<file path="src/structures.sv">
package structures;

  // ##########################################################################
  // Widths
  // ##########################################################################

  localparam int xlen = 32;
  localparam int line_words = 4;

  typedef logic [line_words-1:0][xlen-1:0] line_t;  // One cache line

  typedef enum logic [1:0] {
    invalid,
    valid,
    modified
  } cache_state_e;

  typedef enum logic [1:0] {
    idle,
    fetch,
    install
  } miss_state_e;

  // ##########################################################################
  // Port bundles
  // ##########################################################################

  typedef struct packed {
    logic read;
    logic write;
    logic [xlen-1:0] address;
    logic [xlen-1:0] data;
  } cache_req_t;

  typedef struct packed {
    logic hit;
    logic [xlen-1:0] data;
  } cache_rsp_t;

  typedef struct packed {
    logic read;
    logic write;
    logic [xlen-1:0] address;  // Line aligned
    line_t line;
  } memory_req_t;

  typedef struct packed {
    logic ready;  // Read line present
    logic done;   // Write finished
    line_t line;
  } memory_rsp_t;

  typedef struct packed {
    logic [xlen-1:0] address;  // Line aligned
    line_t line;
  } wb_entry_t;

endpackage

</file>
<file path="src/write_buffer.sv">
module write_buffer #(
  parameter int buffer_depth = 4
) (
  input  logic                        global_bus,
  input  logic                        reset,
  input  logic                        push,
  input  structures::wb_entry_t       push_entry,
  input  logic                        pop,
  input  logic [structures::xlen-1:0] lookup_address,
  output structures::wb_entry_t       head,
  output logic                        not_empty,
  output logic                        full,
  output logic                        pending_match
);
  localparam int ptr_bits = buffer_depth > 1 ? $clog2(buffer_depth) : 1;
  localparam int count_bits = $clog2(buffer_depth + 1);

  structures::wb_entry_t entries[buffer_depth];
  logic [buffer_depth-1:0] entry_valid;
  logic [ptr_bits-1:0] read_ptr;
  logic [ptr_bits-1:0] write_ptr;
  logic [count_bits-1:0] count;

  function automatic logic [ptr_bits-1:0] next_ptr(input logic [ptr_bits-1:0] ptr);
    return (ptr == ptr_bits'(buffer_depth - 1)) ? '0 : ptr + 1'b1;  // Wraps at depth
  endfunction

  always_ff @(posedge global_bus) begin
    if (reset) begin
      read_ptr <= '0;
      write_ptr <= '0;
      count <= '0;
      entry_valid <= '0;
    end else begin
      if (push) begin
        write_ptr <= next_ptr(write_ptr);
        entry_valid[write_ptr] <= 1'b1;
      end
      if (pop) begin
        read_ptr <= next_ptr(read_ptr);
        entry_valid[read_ptr] <= 1'b0;
      end
      case ({push, pop})
        2'b10:   count <= count + 1'b1;
        2'b01:   count <= count - 1'b1;
        default: count <= count;  // Push with pop keeps occupancy
      endcase
    end
  end

  always_ff @(posedge global_bus) begin
    if (push) entries[write_ptr] <= push_entry;
  end

  // Any pending copy of the line blocks a fetch of it
  always_comb begin
    pending_match = 1'b0;
    for (int i = 0; i < buffer_depth; i++) begin
      if (entry_valid[i] && entries[i].address == lookup_address) pending_match = 1'b1;
    end
  end

  assign head = entries[read_ptr];
  assign not_empty = count != '0;
  assign full = count == count_bits'(buffer_depth);

endmodule

</file>
<file path="config.mk">
export PLATFORM = sky130hd
export DESIGN_NAME = write_buffer
export DESIGN_NICKNAME = d
export VERILOG_FILES = /design/src/structures.sv /design/src/write_buffer.sv
export SDC_FILE = /design/constraint.sdc
export NUM_CORES = 1
export LEC_CHECK = 0
export BUFFER_PORTS_ARGS = -buffer_cell sky130_fd_sc_hd__clkbuf_2
export CAP_MARGIN = 20
export CORE_MARGIN = 2
export CORE_UTILIZATION = 39
export CTS_CLUSTER_SIZE = 8
export DETAILED_ROUTE_END_ITERATION = 8
export SETUP_SLACK_MARGIN = 0.02
export SYNTH_ARGS = -nofsm -noshare
export SYNTH_HDL_FRONTEND = slang
export SYNTH_SLANG_ARGS = --single-unit
</file>
<file path="constraint.sdc">
create_clock -name global_bus -period 5.3 [get_ports global_bus]
set_input_delay 1.06 -clock global_bus [delete_from_list [all_inputs] [get_ports global_bus]]
set_output_delay 1.06 -clock global_bus [all_outputs]
set_load 0.02 [all_outputs]
</file>
# == Word-level counts from Yosys, hierarchy flattened ==
# Memory sizes are Yosys's and may differ from the RTL's. A register that Yosys moved wholly into a read port is not among the register bits.
# Cells that the tools add are included.
# totals
ff_bits,11
latchBits,0
ramBits,640
mem_bits_ro,0
memories,1
# memory_table
name,words,width,read_ports,rd_ports_with_merged_regs,write_ports,line_no,source
entries,4,160,5,1,1,write_buffer.sv:18,structures::wb_entry_t entries[buffer_depth];
# op_classes
n_addsub,4
multipliers,0
div,0
order_cmp,4
n_eq_ne,9
shifts,0
muxes,18
bitwise_logic,3
n_reduce_logical,8
# op_table
cell,count
$eq 32x32->1,4
$mux 4,3
$mux 1,8
$mux 2,4
$eq 2x2->1 const B,3
$logic_and 1x1->1,6
$lt 2x3->1 const B,2
$pmux 3 s2,1
$add 2x1->2 const B,2
$and 4x4->4,1
$demux 1 s2,2
$ge 2x1->1 const B,2
$not 4->4,1
$or 4x4->4,1
$add 3x1->3 const B,1
$eq 3x3->1 const B,1
$reduce_bool 3->1,1
$sub 3x1->3 const B,1
$eq 2x1->1 const B,1
$reduce_bool 2->1,1

# == Longest topological paths before layout ==
# logic_depth
word_depth,9
ltp_mapped,7

# == Worst setup path before layout ==
# No wires, ideal clock.
# synth_path
path_kind,input to register
startpoint,in push
endpoint,"mem entries[0][0] (netlist bit), enable pin"
arrival_time_ns,4.723
required_ns,4.761
path_slack_ns,0.038
stages,1
path_buffers,0
path_cell_list,and2_1
# synth_between
elab_chain_len,2
# synth_lines
element,line_no,source
from (decl),write_buffer.sv:6,"input logic push,"
$mux 1,write_buffer.sv:52,if (push) entries[write_ptr] <= push_entry;
$mux 1 (not written as such),write_buffer.sv:52,
to (decl),write_buffer.sv:18,
# Every way passes these cells.

==> impl_metrics.xml <==
<?xml version="1.0" encoding="UTF-8"?>
<metrics>
  <group name="clock_tree">
    <metric name="cts-htree-levels" unit="">3</metric>
    <metric name="cts_num_sinks" unit="">653</metric>
    <metric name="tritoncts.num_buffers" unit="">91</metric>
    <metric name="post_cts_resized" unit="">0</metric>
    <metric name="clk_path_buf_depth" unit="">3</metric>
    <metric name="post_cts_buffers" unit="">0</metric>
    <metric name="post_cts_hold_buffer_count" unit="">0</metric>
    <metric name="cts_tree" unit="">done</metric>
    <metric name="clk_pin_slew" unit="ns">0.05</metric>
    <metric name="cts-root-buf" unit="">clkbuf_16</metric>
    <metric name="worstSkewPairLatency" unit="ns">0.63</metric>
  </group>
  <group name="sta">
    <metric name="layout_worst_path_cycle_share" unit="%">72.96</metric>
    <metric name="finalHoldViolations" unit="">0</metric>
    <metric name="fmaxAchievable" unit="MHz">258.6</metric>
    <metric name="setup_tns" unit="ns">0</metric>
    <metric name="min_period" unit="ns">3.867</metric>
    <metric name="max_slew_margin" unit="%">37.61</metric>
    <metric name="fin_worst_hold_slack" unit="ns">0.4798</metric>
    <metric name="max_slew.worst_pin.slew" unit="ns">0.9358</metric>
    <metric name="finalSetupViolCount" unit="">0</metric>
    <metric name="clock-skew-final" unit="ns">0.03680</metric>
    <metric name="layout_setup_ws" unit="ns">1.433</metric>
    <metric name="pins_over_their_slew_limit" unit="">0</metric>
    <metric name="unrepaired_setup_endpoints_after_global_routing" unit="">no</metric>
  </group>
  <group name="synthesis">
    <metric name="mappedNetlistArea" unit="um2">25050</metric>
    <metric name="yosysTopAreaCellShare" unit="%">76.71</metric>
    <metric name="postSynthCellCount" unit="">1079</metric>
    <metric name="ys_dominant_reg_cell" unit="">edfxtp_1</metric>
    <metric name="synth_seq_area_share" unit="%">77.75</metric>
    <metric name="synth_edf_count" unit="">640</metric>
    <metric name="synth-warning-count" unit="">0</metric>
    <metric name="synthTopCellsByCount" unit="">edfxtp_1, mux4_2, xor2_1</metric>
    <metric name="synth.lib_cells_used.distinct" unit="">24</metric>
    <metric name="synth.avg_cell_area" unit="um2">23.22</metric>
    <metric name="synth_seq_cells" unit="">653</metric>
    <metric name="total_nets_after_synthesis" unit="">1285</metric>
    <metric name="synth.most_common_cell" unit="">edfxtp_1</metric>
    <metric name="synth_top_area_cell" unit="">edfxtp_1</metric>
    <metric name="yosys-top-cells-area" unit="">edfxtp_1, mux4_2, xor2_1, dfxtp_1, nor4_1</metric>
    <metric name="post_synth_arst_share" unit="%">0</metric>
  </group>
  <group name="floorplanning">
    <metric name="io_pins" unit="">359</metric>
    <metric name="die_w" unit="um">257.5</metric>
    <metric name="floorplan.initialDensity" unit="%">39.57</metric>
    <metric name="die-height" unit="um">257.5</metric>
    <metric name="num_rows" unit="">92</metric>
    <metric name="floorplan.core_area" unit="um2">63310</metric>
    <metric name="die_area" unit="um2">66280</metric>
  </group>
  <group name="status">
    <metric name="outcome" unit="">completed</metric>
  </group>
  <group name="job">
    <metric name="cap_violations" unit="">0</metric>
  </group>
  <group name="critical_path">
    <metric name="worstPathArrival" unit="ns">2.81</metric>
    <metric name="timing.critical_path.slowest_stage_cell" unit="">dfxtp_4</metric>
    <metric name="endpoint_type_of_the_worst_setup_path" unit="">output port</metric>
    <metric name="critical_path_peak_fanout" unit="">50</metric>
    <metric name="crit_path_start_kind" unit="">flip-flop</metric>
    <metric name="critPathBufInv" unit="">2</metric>
    <metric name="critical_path_required" unit="ns">4.24</metric>
    <metric name="cpLargestDelayFamily" unit="">flip-flops</metric>
    <metric name="critPathMaxStageDelay" unit="ns">0.92</metric>
    <metric name="worstSetupPathType" unit="">reg -&gt; out</metric>
    <metric name="cp_cell_sequence" unit="">buf_12 &gt; mux4_2 &gt; clkbuf_2</metric>
  </group>
  <group name="placed_design">
    <metric name="gpl.final_weighted_congestion" unit="">0.8649</metric>
    <metric name="port-buffer-count" unit="">358</metric>
    <metric name="dp_cells" unit="">2261</metric>
    <metric name="pre_cts_ws" unit="ns">1.622</metric>
    <metric name="detailedPlacementHpwl" unit="um">35930</metric>
  </group>
  <group name="drt">
    <metric name="remaining_drc_errors" unit="">0</metric>
    <metric name="detailroute.via_count" unit="">12180</metric>
    <metric name="detail_route.vias_per_cell" unit="">5.126</metric>
    <metric name="drt_iter0_drc" unit="">709</metric>
    <metric name="first_pass_iters" unit="">4</metric>
    <metric name="detail_route.wl_per_cell" unit="um">23.69</metric>
    <metric name="wl" unit="um">56290</metric>
    <metric name="antenna_violating_nets_post_route" unit="">0</metric>
  </group>
  <group name="power">
    <metric name="p_leak" unit="nW">10.42</metric>
    <metric name="worst_ir_drop_vdd" unit="mV">0.3227</metric>
    <metric name="power.total" unit="mW">12.34</metric>
    <metric name="power.density_cell_area" unit="nW/um2">405.2</metric>
  </group>
  <group name="grt">
    <metric name="number_of_antenna_violations_at_the_first_check_in_global_routing" unit="">5</metric>
    <metric name="number_of_global_route_vias_before_repair" unit="">13190</metric>
    <metric name="first_pass_grt_wire_length" unit="um">83080</metric>
    <metric name="grt_start_max_net_pins" unit="">104</metric>
    <metric name="groute.usage.overall" unit="%">16.91</metric>
    <metric name="grt-ovfl-total" unit="">0</metric>
  </group>
  <group name="final_layout">
    <metric name="area_growth_syn_to_layout" unit="%">21.61</metric>
    <metric name="design.final.nets" unit="">1714</metric>
    <metric name="final_layout_size_suffix_gt1_share" unit="%">41.75</metric>
    <metric name="stdcell_count" unit="">2376</metric>
  </group>
  <group name="min_path">
    <metric name="timing.hold.worst.class" unit="">reg -&gt; reg</metric>
  </group>
</metrics>
==> final timing paths <==
| path | slack, ns | startpoint | end | depth (start not counted) |
|---|---|---|---|---|
| setup / recovery | 1.43 | flip-flop | head[44] | 3 |
| hold / removal | 0.48 | entry_valid[2] | entry_valid[2] | 1 |
| setup reg to reg | 3.14 | write_ptr[0] | entries[2][48] | 4 |
| hold reg to reg | 0.48 | entry_valid[2] | entry_valid[2] | 1 |
==> flip-flops by register name, summed over array words and instances (netlist names), named ones only <==
name and flops:
write_ptr 2, read_ptr 2, entry_valid 4, count 3
entries 640
==> per-layer routing <==
layer  wire (um)  track usage (%)  up-vias  share of wire, %
met2       29340            29.11      360                52
met5          46                0        -             0.082
met1       21600            20.08     6367                38
met3        3901            5.605      102               6.9
li1            -                -     5344                 -
met4        1398            5.267        6               2.5
==> cell families (layout without fill, tap and decap cells) <==
family,after synthesis,after routing,share of synthesized area (%)
flip-flops,653,653,77.75
other,0,2,0
AND/OR/NAND/NOR,65,65,1.463
multiplexers,163,163,14.50
adder cells (fa/ha/maj),10,10,0.5294
XOR/XNOR,130,130,4.545
AO/OA/AOI/OAI,12,12,0.2796
buffers and inverters,46,495,0.9290
==> area by class of cell <==
cell class	count	area (um2)
Antenna cell	2	5.005
Fill cell	5283	32840
Tap cell	846	1059
Inverter	8	30.03
Clock buffer	107	2359
Multi-Input combinational cell	380	5351
Sequential cell	653	19490
Timing Repair Buffer	374	2024
Clock inverter	6	152.6
==> power breakdown <==
group,internal (mW),switching (mW),total (mW)
combinational,0.483,0.741,1.22
sequential,5.91,0.0884,6.00
clock,3.10,2.02,5.12
==> cell usage in the layout, fill, tap and decap left out, drive strengths merged, types with 9 or more instances in the layout <==
cell type	count
edfxtp	640
mux4	160
nor3	9
buf	16
clkbuf	465
nor4	28
xor2	126
ha	9
dfxtp	13
==> through the flow <==
stage,instance area [um2],utilization [%]
after floorplan,25050,-
after global placement,27950,44.15
after detailed placement,27950,44.15
after CTS,30460,48.11
after global routing,30460,48.12
final,30470,48.12
Note: power is estimated with default switching activity, not from simulation.
