## src/structures.sv

```systemverilog
package structures;

  // ##########################################################################
  // Widths
  // ##########################################################################

  localparam int xlen = 32;
  localparam int line_words = 4;

  typedef logic [line_words-1:0][xlen-1:0] line_t;  // One cache line

  typedef enum logic [1:0] {
    invalid,
    valid,
    modified
  } cache_state_e;

  typedef enum logic [1:0] {
    idle,
    fetch,
    install
  } miss_state_e;

  // ##########################################################################
  // Port bundles
  // ##########################################################################

  typedef struct packed {
    logic read;
    logic write;
    logic [xlen-1:0] address;
    logic [xlen-1:0] data;
  } cache_req_t;

  typedef struct packed {
    logic hit;
    logic [xlen-1:0] data;
  } cache_rsp_t;

  typedef struct packed {
    logic read;
    logic write;
    logic [xlen-1:0] address;  // Line aligned
    line_t line;
  } memory_req_t;

  typedef struct packed {
    logic ready;  // Read line present
    logic done;   // Write finished
    line_t line;
  } memory_rsp_t;

  typedef struct packed {
    logic [xlen-1:0] address;  // Line aligned
    line_t line;
  } wb_entry_t;

endpackage

```

## src/data_cache.sv

```systemverilog
module data_cache #(
  parameter int sets = 8
) (
  input  logic                        global_bus,
  input  logic                        reset,
  input  structures::cache_req_t      cache_req,
  output structures::cache_rsp_t      cache_rsp,
  output structures::memory_req_t     memory_req,
  input  structures::memory_rsp_t     memory_rsp,
  output logic                        wb_push,
  output structures::wb_entry_t       wb_push_entry,
  output logic                        wb_pop,
  output logic [structures::xlen-1:0] wb_lookup_address,
  input  structures::wb_entry_t       wb_head,
  input  logic                        wb_not_empty,
  input  logic                        wb_full,
  input  logic                        wb_pending_match
);
  localparam int word_bits = $clog2(structures::line_words);
  localparam int offset_bits = word_bits + 2;  // Byte bits ignored
  localparam int set_bits = $clog2(sets);
  localparam int tag_bits = structures::xlen - set_bits - offset_bits;

  logic [tag_bits-1:0] tags[sets];
  structures::line_t lines[sets];
  structures::cache_state_e states[sets];

  logic [tag_bits-1:0] req_tag;
  logic [set_bits-1:0] req_set;
  logic [word_bits-1:0] req_word;
  logic [structures::xlen-1:0] line_address;

  logic request;
  logic hit;
  logic write_hit;
  logic victim_dirty;
  logic victim_push;

  structures::miss_state_e miss_state;
  structures::line_t fill_line;

  logic mem_read;
  logic mem_write;
  logic mem_busy;
  logic fetch_start;
  logic drain_start;
  logic [structures::xlen-1:0] mem_address;
  structures::line_t mem_line;

  // ##########################################################################
  // Lookup
  // ##########################################################################

  assign req_tag = cache_req.address[structures::xlen-1 -: tag_bits];
  assign req_set = cache_req.address[offset_bits +: set_bits];
  assign req_word = cache_req.address[2 +: word_bits];
  assign line_address = {cache_req.address[structures::xlen-1:offset_bits],
                         {offset_bits{1'b0}}};

  assign request = cache_req.read | cache_req.write;
  assign hit = request && states[req_set] != structures::invalid
               && tags[req_set] == req_tag;
  assign write_hit = hit && cache_req.write;
  assign victim_dirty = states[req_set] == structures::modified;

  assign cache_rsp = '{hit: hit, data: lines[req_set][req_word]};

  // ##########################################################################
  // Miss controller
  // ##########################################################################

  // Dirty victim leaves in the cycle the miss is seen
  assign victim_push = miss_state == structures::idle && request && !hit
                       && victim_dirty && !wb_full;

  always_ff @(posedge global_bus) begin
    if (reset) begin
      miss_state <= structures::idle;
    end else begin
      case (miss_state)
        structures::idle: begin
          if (request && !hit && (!victim_dirty || !wb_full)) begin
            miss_state <= structures::fetch;
          end
        end
        structures::fetch: begin
          if (mem_read && memory_rsp.ready) miss_state <= structures::install;
        end
        structures::install: miss_state <= structures::idle;
        default: miss_state <= structures::idle;
      endcase
    end
  end

  always_ff @(posedge global_bus) begin
    if (mem_read && memory_rsp.ready) fill_line <= memory_rsp.line;
    if (miss_state == structures::install) begin
      tags[req_set] <= req_tag;
      lines[req_set] <= fill_line;
    end else if (write_hit) begin
      lines[req_set][req_word] <= cache_req.data;
    end
  end

  always_ff @(posedge global_bus) begin
    if (reset) begin
      for (int i = 0; i < sets; i++) states[i] <= structures::invalid;
    end else if (miss_state == structures::install) begin
      states[req_set] <= structures::valid;
    end else if (write_hit) begin
      states[req_set] <= structures::modified;
    end else if (victim_push) begin
      states[req_set] <= structures::invalid;  // Copy now lives in the buffer
    end
  end

  assign wb_push = victim_push;
  assign wb_push_entry = '{
    address: {tags[req_set], req_set, {offset_bits{1'b0}}},
    line: lines[req_set]
  };
  assign wb_lookup_address = line_address;

  // ##########################################################################
  // Memory port
  // ##########################################################################

  assign mem_busy = mem_read | mem_write;
  assign fetch_start = miss_state == structures::fetch && !mem_busy && !wb_pending_match;
  assign drain_start = !mem_busy && wb_not_empty && !fetch_start;  // Fetch wins the port

  always_ff @(posedge global_bus) begin
    if (reset) begin
      mem_read <= 1'b0;
      mem_write <= 1'b0;
    end else begin
      if (fetch_start) mem_read <= 1'b1;
      else if (mem_read && memory_rsp.ready) mem_read <= 1'b0;
      if (drain_start) mem_write <= 1'b1;
      else if (mem_write && memory_rsp.done) mem_write <= 1'b0;
    end
  end

  always_ff @(posedge global_bus) begin
    if (fetch_start) begin
      mem_address <= line_address;
    end else if (drain_start) begin
      mem_address <= wb_head.address;
      mem_line <= wb_head.line;
    end
  end

  assign memory_req = '{
    read: mem_read,
    write: mem_write,
    address: mem_address,
    line: mem_line
  };

  assign wb_pop = mem_write && memory_rsp.done;  // Head is in memory now

endmodule

```

## config.mk

```make
export PLATFORM = sky130hd
export DESIGN_NAME = data_cache
export DESIGN_NICKNAME = d
export VERILOG_FILES = /design/src/structures.sv /design/src/data_cache.sv
export SDC_FILE = /design/constraint.sdc
export NUM_CORES = 1
export LEC_CHECK = 0
export BUFFER_PORTS_ARGS = -buffer_cell sky130_fd_sc_hd__buf_2
export CAP_MARGIN = 0
export CORE_MARGIN = 4
export CORE_UTILIZATION = 45
export CTS_BUF_LIST = sky130_fd_sc_hd__clkbuf_16
export CTS_CLUSTER_DIAMETER = 40
export DETAILED_ROUTE_END_ITERATION = 6
export GPL_TIMING_DRIVEN = 0
export MAX_ROUTING_LAYER = met4
export PLACE_DENSITY_LB_ADDON = 0.05
export SLEW_MARGIN = 20
export SYNTH_ARGS = -nofsm -noshare
export SYNTH_HDL_FRONTEND = slang
export SYNTH_SLANG_ARGS = --single-unit
```

## constraint.sdc

```tcl
create_clock -name global_bus -period 9.6 [get_ports global_bus]
set_input_delay 1.44 -clock global_bus [delete_from_list [all_inputs] [get_ports global_bus]]
set_output_delay 1.44 -clock global_bus [all_outputs]
set_load 0.05 [all_outputs]
```

# --- Word level (Yosys, flattened, before mapping) ---
# Memory sizes are Yosys's and may differ from the RTL's.
# Index checks and enable logic that the tools add are counted.
totals:
  regBits: 292
  latchBits: 0
  ram_bits: 1240
  romBits: 0
  input_bits: 361
  out_inout_bits: 389
  elab_cells: 350
  mem_count: 3
op_classes:
  add_sub_neg: 0
  n_mul: 0
  n_div: 0
  n_lt_le_gt_ge: 2
  n_eq_ne: 6
  shift: 0
  n_mux: 162
  bitwise: 133
  n_reduce_logical: 31
mem_list:
  columns: ["memory", "depth", "word_bits", "rd", "rd_ports_with_merged_regs", "wr", "line", "text"]
  rows:
  - ["lines", 8, 128, 1, 0, 1, "data_cache.sv:25", "structures::line_t lines[sets];"]
  - ["tags", 8, 25, 1, 0, 1, "data_cache.sv:24", "logic [tag_bits-1:0] tags[sets];"]
  - ["states", 8, 2, 1, 0, 8, "data_cache.sv:26", "structures::cache_state_e states[sets];"]
op_table:
  columns: ["operator", "count"]
  rows:
  - ["$mux W1", 148]
  - ["$or A1 B1 Y1", 132]
  - ["$mux W128", 1]
  - ["$mux W32", 4]
  - ["$bmux W32 S2", 1]
  - ["$demux W32 S2", 1]
  - ["$eq A25 B25 Y1", 1]
  - ["$logic_and A1 B1 Y1", 16]
  - ["$mux W2", 5]
  - ["$reduce_bool A2 Y1", 4]
  - ["$logic_not A1 Y1", 6]
  - ["$eq A2 B2 Y1 const B", 2]
  - ["$ne A2 B1 Y1 const B", 2]
  - ["$pmux W2 S2", 1]
  - ["$reduce_and A2 Y1", 2]
  - ["$lt A2 B3 Y1 const B", 1]
  - ["$mux W3", 1]
  - ["$eq A2 B1 Y1 const B", 1]
  - ["$ge A2 B1 Y1 const B", 1]
  - ["$logic_not A2 Y1", 1]
  - ["$reduce_or A2 Y1", 1]
  - ["$logic_or A1 B1 Y1", 1]
  - ["$not A1 Y1", 1]

# --- Depth between registers and ports, before layout ---
# An unclocked memory read counts as a cell.
logic_depth:
  depth_word: 16
  depth_mapped: 14
  ltp_nobuf: 8

# --- Least setup slack after synthesis ---
# Ideal clock, no wire load.
synth_timing:
  path_kind: "input to register"
  start: "input wb_pending_match"
  end: "register mem_line (netlist bit memory_req[0]), enable pin"
  setup_time_ps: 619
  t_arrival_ps: 7229
  t_required_ps: 8981
  slack_ps: 1752
  stages: 4
  n_path_buf: 1
  cell_sequence: "nor2_1 > and3_1 > clkbuf_1 > nor2_1"
synth_via:
  elab_chain_len: 5
  elab_cells_between_ends: 6
  cone_classes: "bitwise: 1; reduce/logical: 5"
synth_rtl:
  columns: ["element", "line", "text"]
  rows:
  - ["start: declaration", "data_cache.sv:17", "input logic wb_pending_match"]
  - ["$logic_not A1 Y1", "data_cache.sv:129", "assign fetch_start = miss_state == structures::fetch && !mem_busy && !wb_pending_match;"]
  - ["$logic_and A1 B1 Y1", "data_cache.sv:129", null]
  - ["$logic_not A1 Y1", "data_cache.sv:130", "assign drain_start = !mem_busy && wb_not_empty && !fetch_start;"]
  - ["$logic_and A1 B1 Y1", "data_cache.sv:130", null]
  - ["named net drain_start", "data_cache.sv:46", "logic drain_start;"]
  - ["$reduce_and A2 Y1 (no source line)", null, null]
  - ["end signal: assignment", "data_cache.sv:149", "mem_line <= wb_head.line;"]
  - ["end: declaration", "data_cache.sv:48", "structures::line_t mem_line;"]
# The timed path passes the listed nets, and every way through them passes these cells.
# A chain may end at the register's enable or synchronous reset.

==> key figures <==
Synth
  – Post-Syn Area: ~57000 um2
  – Synth warn: 0
  – Avg Synthesized Cell Area: roughly 19 um2
  – Seq/Total Area, Yosys: 0.802
  – Synth cell types: 57
  – Synthesized flop and latch total: approximately 1.5k
  – Number of synthesized flops with an enable pin: 1524
  – Ys flop type: edfxtp_1
  – Fraction of registers with async set or reset after synthesis: 0
  – Mapped Cells: 3027

Setup path
  – Critical R2R Launch: tags[1][19]$_DFFE_PP_
  – Crit end category: primary output
  – Crit path cell chain: buf_2 > buf_2 > inv_2 > clkbuf_1 > nand2_1 > nor2_1 > clkbuf_1 > buf_1 > a22oi_1 > nand4_1 > mux4_2 > buf_2
  – CP max FO: 10
  – Required time worst endpoint: between 8 and 9 ns
  – Slowest-stage cell, CP: buf_1
  – Max stage delay on crit path: between 0.9 and 1 ns
  – CP startpoint kind: primary input
  – CP arrival: 7.35 ns
  – Crit path from: cache_req[38]
  – Critical path type: primary input to primary output
  – Most used cell along the critical path: buf_2

Clock network
  – # H-tree levels: 4
  – CTS Buf Count: about 200
  – Clk sinks: 1532
  – Hold Buf Count CTS: 0
  – CTS Buffer Depth: 3
  – TritonCTS clock tree: done
  – Clk Latency, worst-skew pair: between 0.8 and 0.9 ns
  – Root buf cell: clkbuf_16
  – CTS resizes: 0
  – Clk slew on worst S/H paths: 0.05 ns
  – # Post-CTS Setup Buffers: 0

STA
  – Max-slew headroom: 0.173
  – RSZ-0062 raised after global routing: false
  – Worst Max-Slew Pin Slew: 1.24 ns
  – Clock Skew: about 0.036 ns
  – Max-slew violations: 0
  – Setup-failing EPs final: 0
  – Final hold vios: 0
  – Final hold slack: roughly 0.46 ns
  – Crit share post-route: 0.916
  – Final min period: a little under 9 ns
  – Final worst setup slack: approximately 0.8 ns
  – Fmax: ~110 MHz

Floorplanning
  – Die X: 365 um
  – Die Area: approximately 130000 um2
  – Site Rows: 130
  – Die Span Y: between 300 and 400 um
  – # IOs: 750
  – Starting density of the core: 0.454
  – CORE AREA: 126000 um2

Global routing
  – Initial antenna violation count: 38
  – Grt ovf: 0
  – Largest net degree at the start of global routing: 66
  – Global-route wire length before repair: 277 mm
  – GRT Total Usage: 0.317
  – Vias in the first global route: ~33k

Placement
  – Placer Congestion: 0.911
  – Post-Place Worst Slack: 0.802 ns
  – I/O Buffers: between 700 and 800
  – DP HPWL: approximately 150 mm

Layout
  – Area delta synth->final: 26.5%
  – # nets final: 4407
  – Layout cells sized above 1: 0.332

Routing
  – WL met2: between 90 and 100 mm
  – First-pass DRT Iterations: 6
  – DR WL/cell: approximately 35 um
  – Met1 Wirelength: slightly above 80 mm
  – DR WL met3: between 20 and 25 mm
  – Initial drt markers: about 4.5k
  – Top Layer Used: met4
  – ANT nets after route: 0
  – DR vias/cell: ~6
  – Residual DRC count: 0
  – DR vias: between 30k and 40k
  – DRT Wirelength: approximately 210 mm

Power
  – Leakage Power: approximately 25 nW
  – Pwr dens: approximately 230 nW/um2
  – Peak VDD IR: approximately 0.22 mV

Hold path
  – Hold Startpoint: mem_address[1]$_SDFFE_PP0P_
  – Min-Delay Path Class: flip-flop to flip-flop

Status
  – Status: finished, final reports clean

Flow run
  – # Max-Cap Violations: 0
-- per-layer routing --
metal  GRT usage  vias to the layer above
met5           -                        -
met4       0.118                        0
met3      0.0745                      305
met2       0.486                     2199
met1       0.415                    18283
li1            -                    14624
-- state kept, by name, summed over array words and instances (netlist names) --
register     flops
states          16
tags           200
memory_req     128
mem_write        1
mem_read         1
miss_state       2
fill_line      128
mem_address     32
lines         1024
-- cells in the mapped netlist (2+ instances only) --
cell,count,area share
mux2_4,30,0.0079
mux4_2,54,0.021
a2111oi_0,2,0.00031
o22ai_1,4,0.00044
a31oi_1,8,0.00087
clkbuf_1,133,0.0087
nand4_1,115,0.013
a22o_1,19,0.0029
o21ai_0,17,0.0015
buf_1,10,0.00066
buf_4,47,0.0062
a21oi_1,48,0.0042
nor2b_1,6,0.00066
buf_6,4,0.00079
or3_1,3,0.00033
nor4_1,2,0.00022
and3_1,3,0.00033
xor2_1,6,0.00092
nor3_1,11,0.00096
buf_2,21,0.0018
nand3_1,55,0.0048
a211oi_1,2,0.00026
edfxtp_1,1524,0.80
and2_1,8,0.00087
nand2_1,81,0.0053
nor4b_1,3,0.00046
a22oi_1,486,0.064
buf_12,3,0.0010
inv_1,18,0.0012
mux2_2,48,0.0094
and4_1,3,0.00046
dfxtp_1,8,0.0028
a221oi_1,13,0.0020
o21a_1,2,0.00026
nand2b_1,3,0.00033
mux2i_1,73,0.013
mux2_1,68,0.013
nor2_1,56,0.0037
xnor2_1,10,0.0015
and3b_1,2,0.00031
nand3b_1,2,0.00026
-- worst paths after layout --
path / cells past startpoint / slack (ns) / endpoint
worst min-delay path: 2 / 0.46 / mem_address[1]$_SDFFE_PP0P_
worst min register to register: 2 / 0.46 / mem_address[1]$_SDFFE_PP0P_
worst max-delay path: 12 / 0.81 / cache_rsp[30]
worst max register to register: 10 / 4.51 / lines[1][19]$_DFFE_PP_
-- critical path: cells and delay by family --
kind / cells / cell delay [ns]
muxes: 1 / 0.45
buffers and inverters: 7 / 3.41
and+or+nand+nor: 3 / 1.73
AOI/OAI and AO/OA: 1 / 0.27
-- cell type report --
type / count / area, um2
diodes: 35 / 87.6
plain buffers: 218 / 1110
clock buffers: 199 / 4980
clock inverters: 164 / 1790
fillers: 9798 / 53700
inverters: 20 / 82.6
multi-input cells: 1264 / 10600
flip-flops and latches: 1532 / 45900
well taps: 1650 / 2060
repair buffers: 815 / 5750
-- stage by stage --
| stage | area [um2] | std cells | TNS (ns) | total power, W | util |
|---|---|---|---|---|---|
| after global routing | 72400 | 5880 | 0 | 0.0170 | 0.574 |
| after floorplan | 57300 | 3034 | 0 | 0.00848 | - |
| after detailed placement | 65500 | 5499 | 0 | 0.00912 | 0.520 |
| after global placement | 63000 | 5420 | -115.42 | 0.00912 | 0.500 |
| final | 72400 | 5897 | 0 | 0.0165 | 0.574 |
| after CTS | 72300 | 5862 | 0 | 0.0166 | 0.574 |
-- placed cells by master, fill, tap and decap left out, drive strengths merged, types with 13 or more instances in the layout --
cell,synthesis,routed
a22oi,486,486
buf,85,900
mux2i,73,73
nand4,115,115
bufinv,0,31
clkbuf,133,332
mux4,54,54
clkinv,1,76
nor2,56,56
nand3,55,55
a221oi,13,13
clkinvlp,0,17
a22o,19,19
diode,0,35
inv,19,60
nand2,81,81
mux2,146,146
o21ai,17,17
a21oi,48,48
edfxtp,1524,1524
-- cell families (layout without fill, tap and decap cells) --
kind of cell,Yosys count,count (layout),share of synthesized area
AOI/OAI and AO/OA,608,608,0.0775
xor gates and xnor gates,16,16,0.00245
buffers and inverters,238,1416,0.0205
DFF,1532,1532,0.802
muxes,273,273,0.0647
other,1,43,0.0000655
and+or+nand+nor,359,359,0.0325
-- where the power goes --
group / internal (W) / total, W / leakage [nW] / switching, W
clock network: 0.00463 / 0.00753 / 3.34 / 0.00290
registers: 0.00741 / 0.00744 / 13.9 / 0.0000296
logic: 0.000332 / 0.00156 / 7.70 / 0.00123
(Power assumes the default switching activity.)
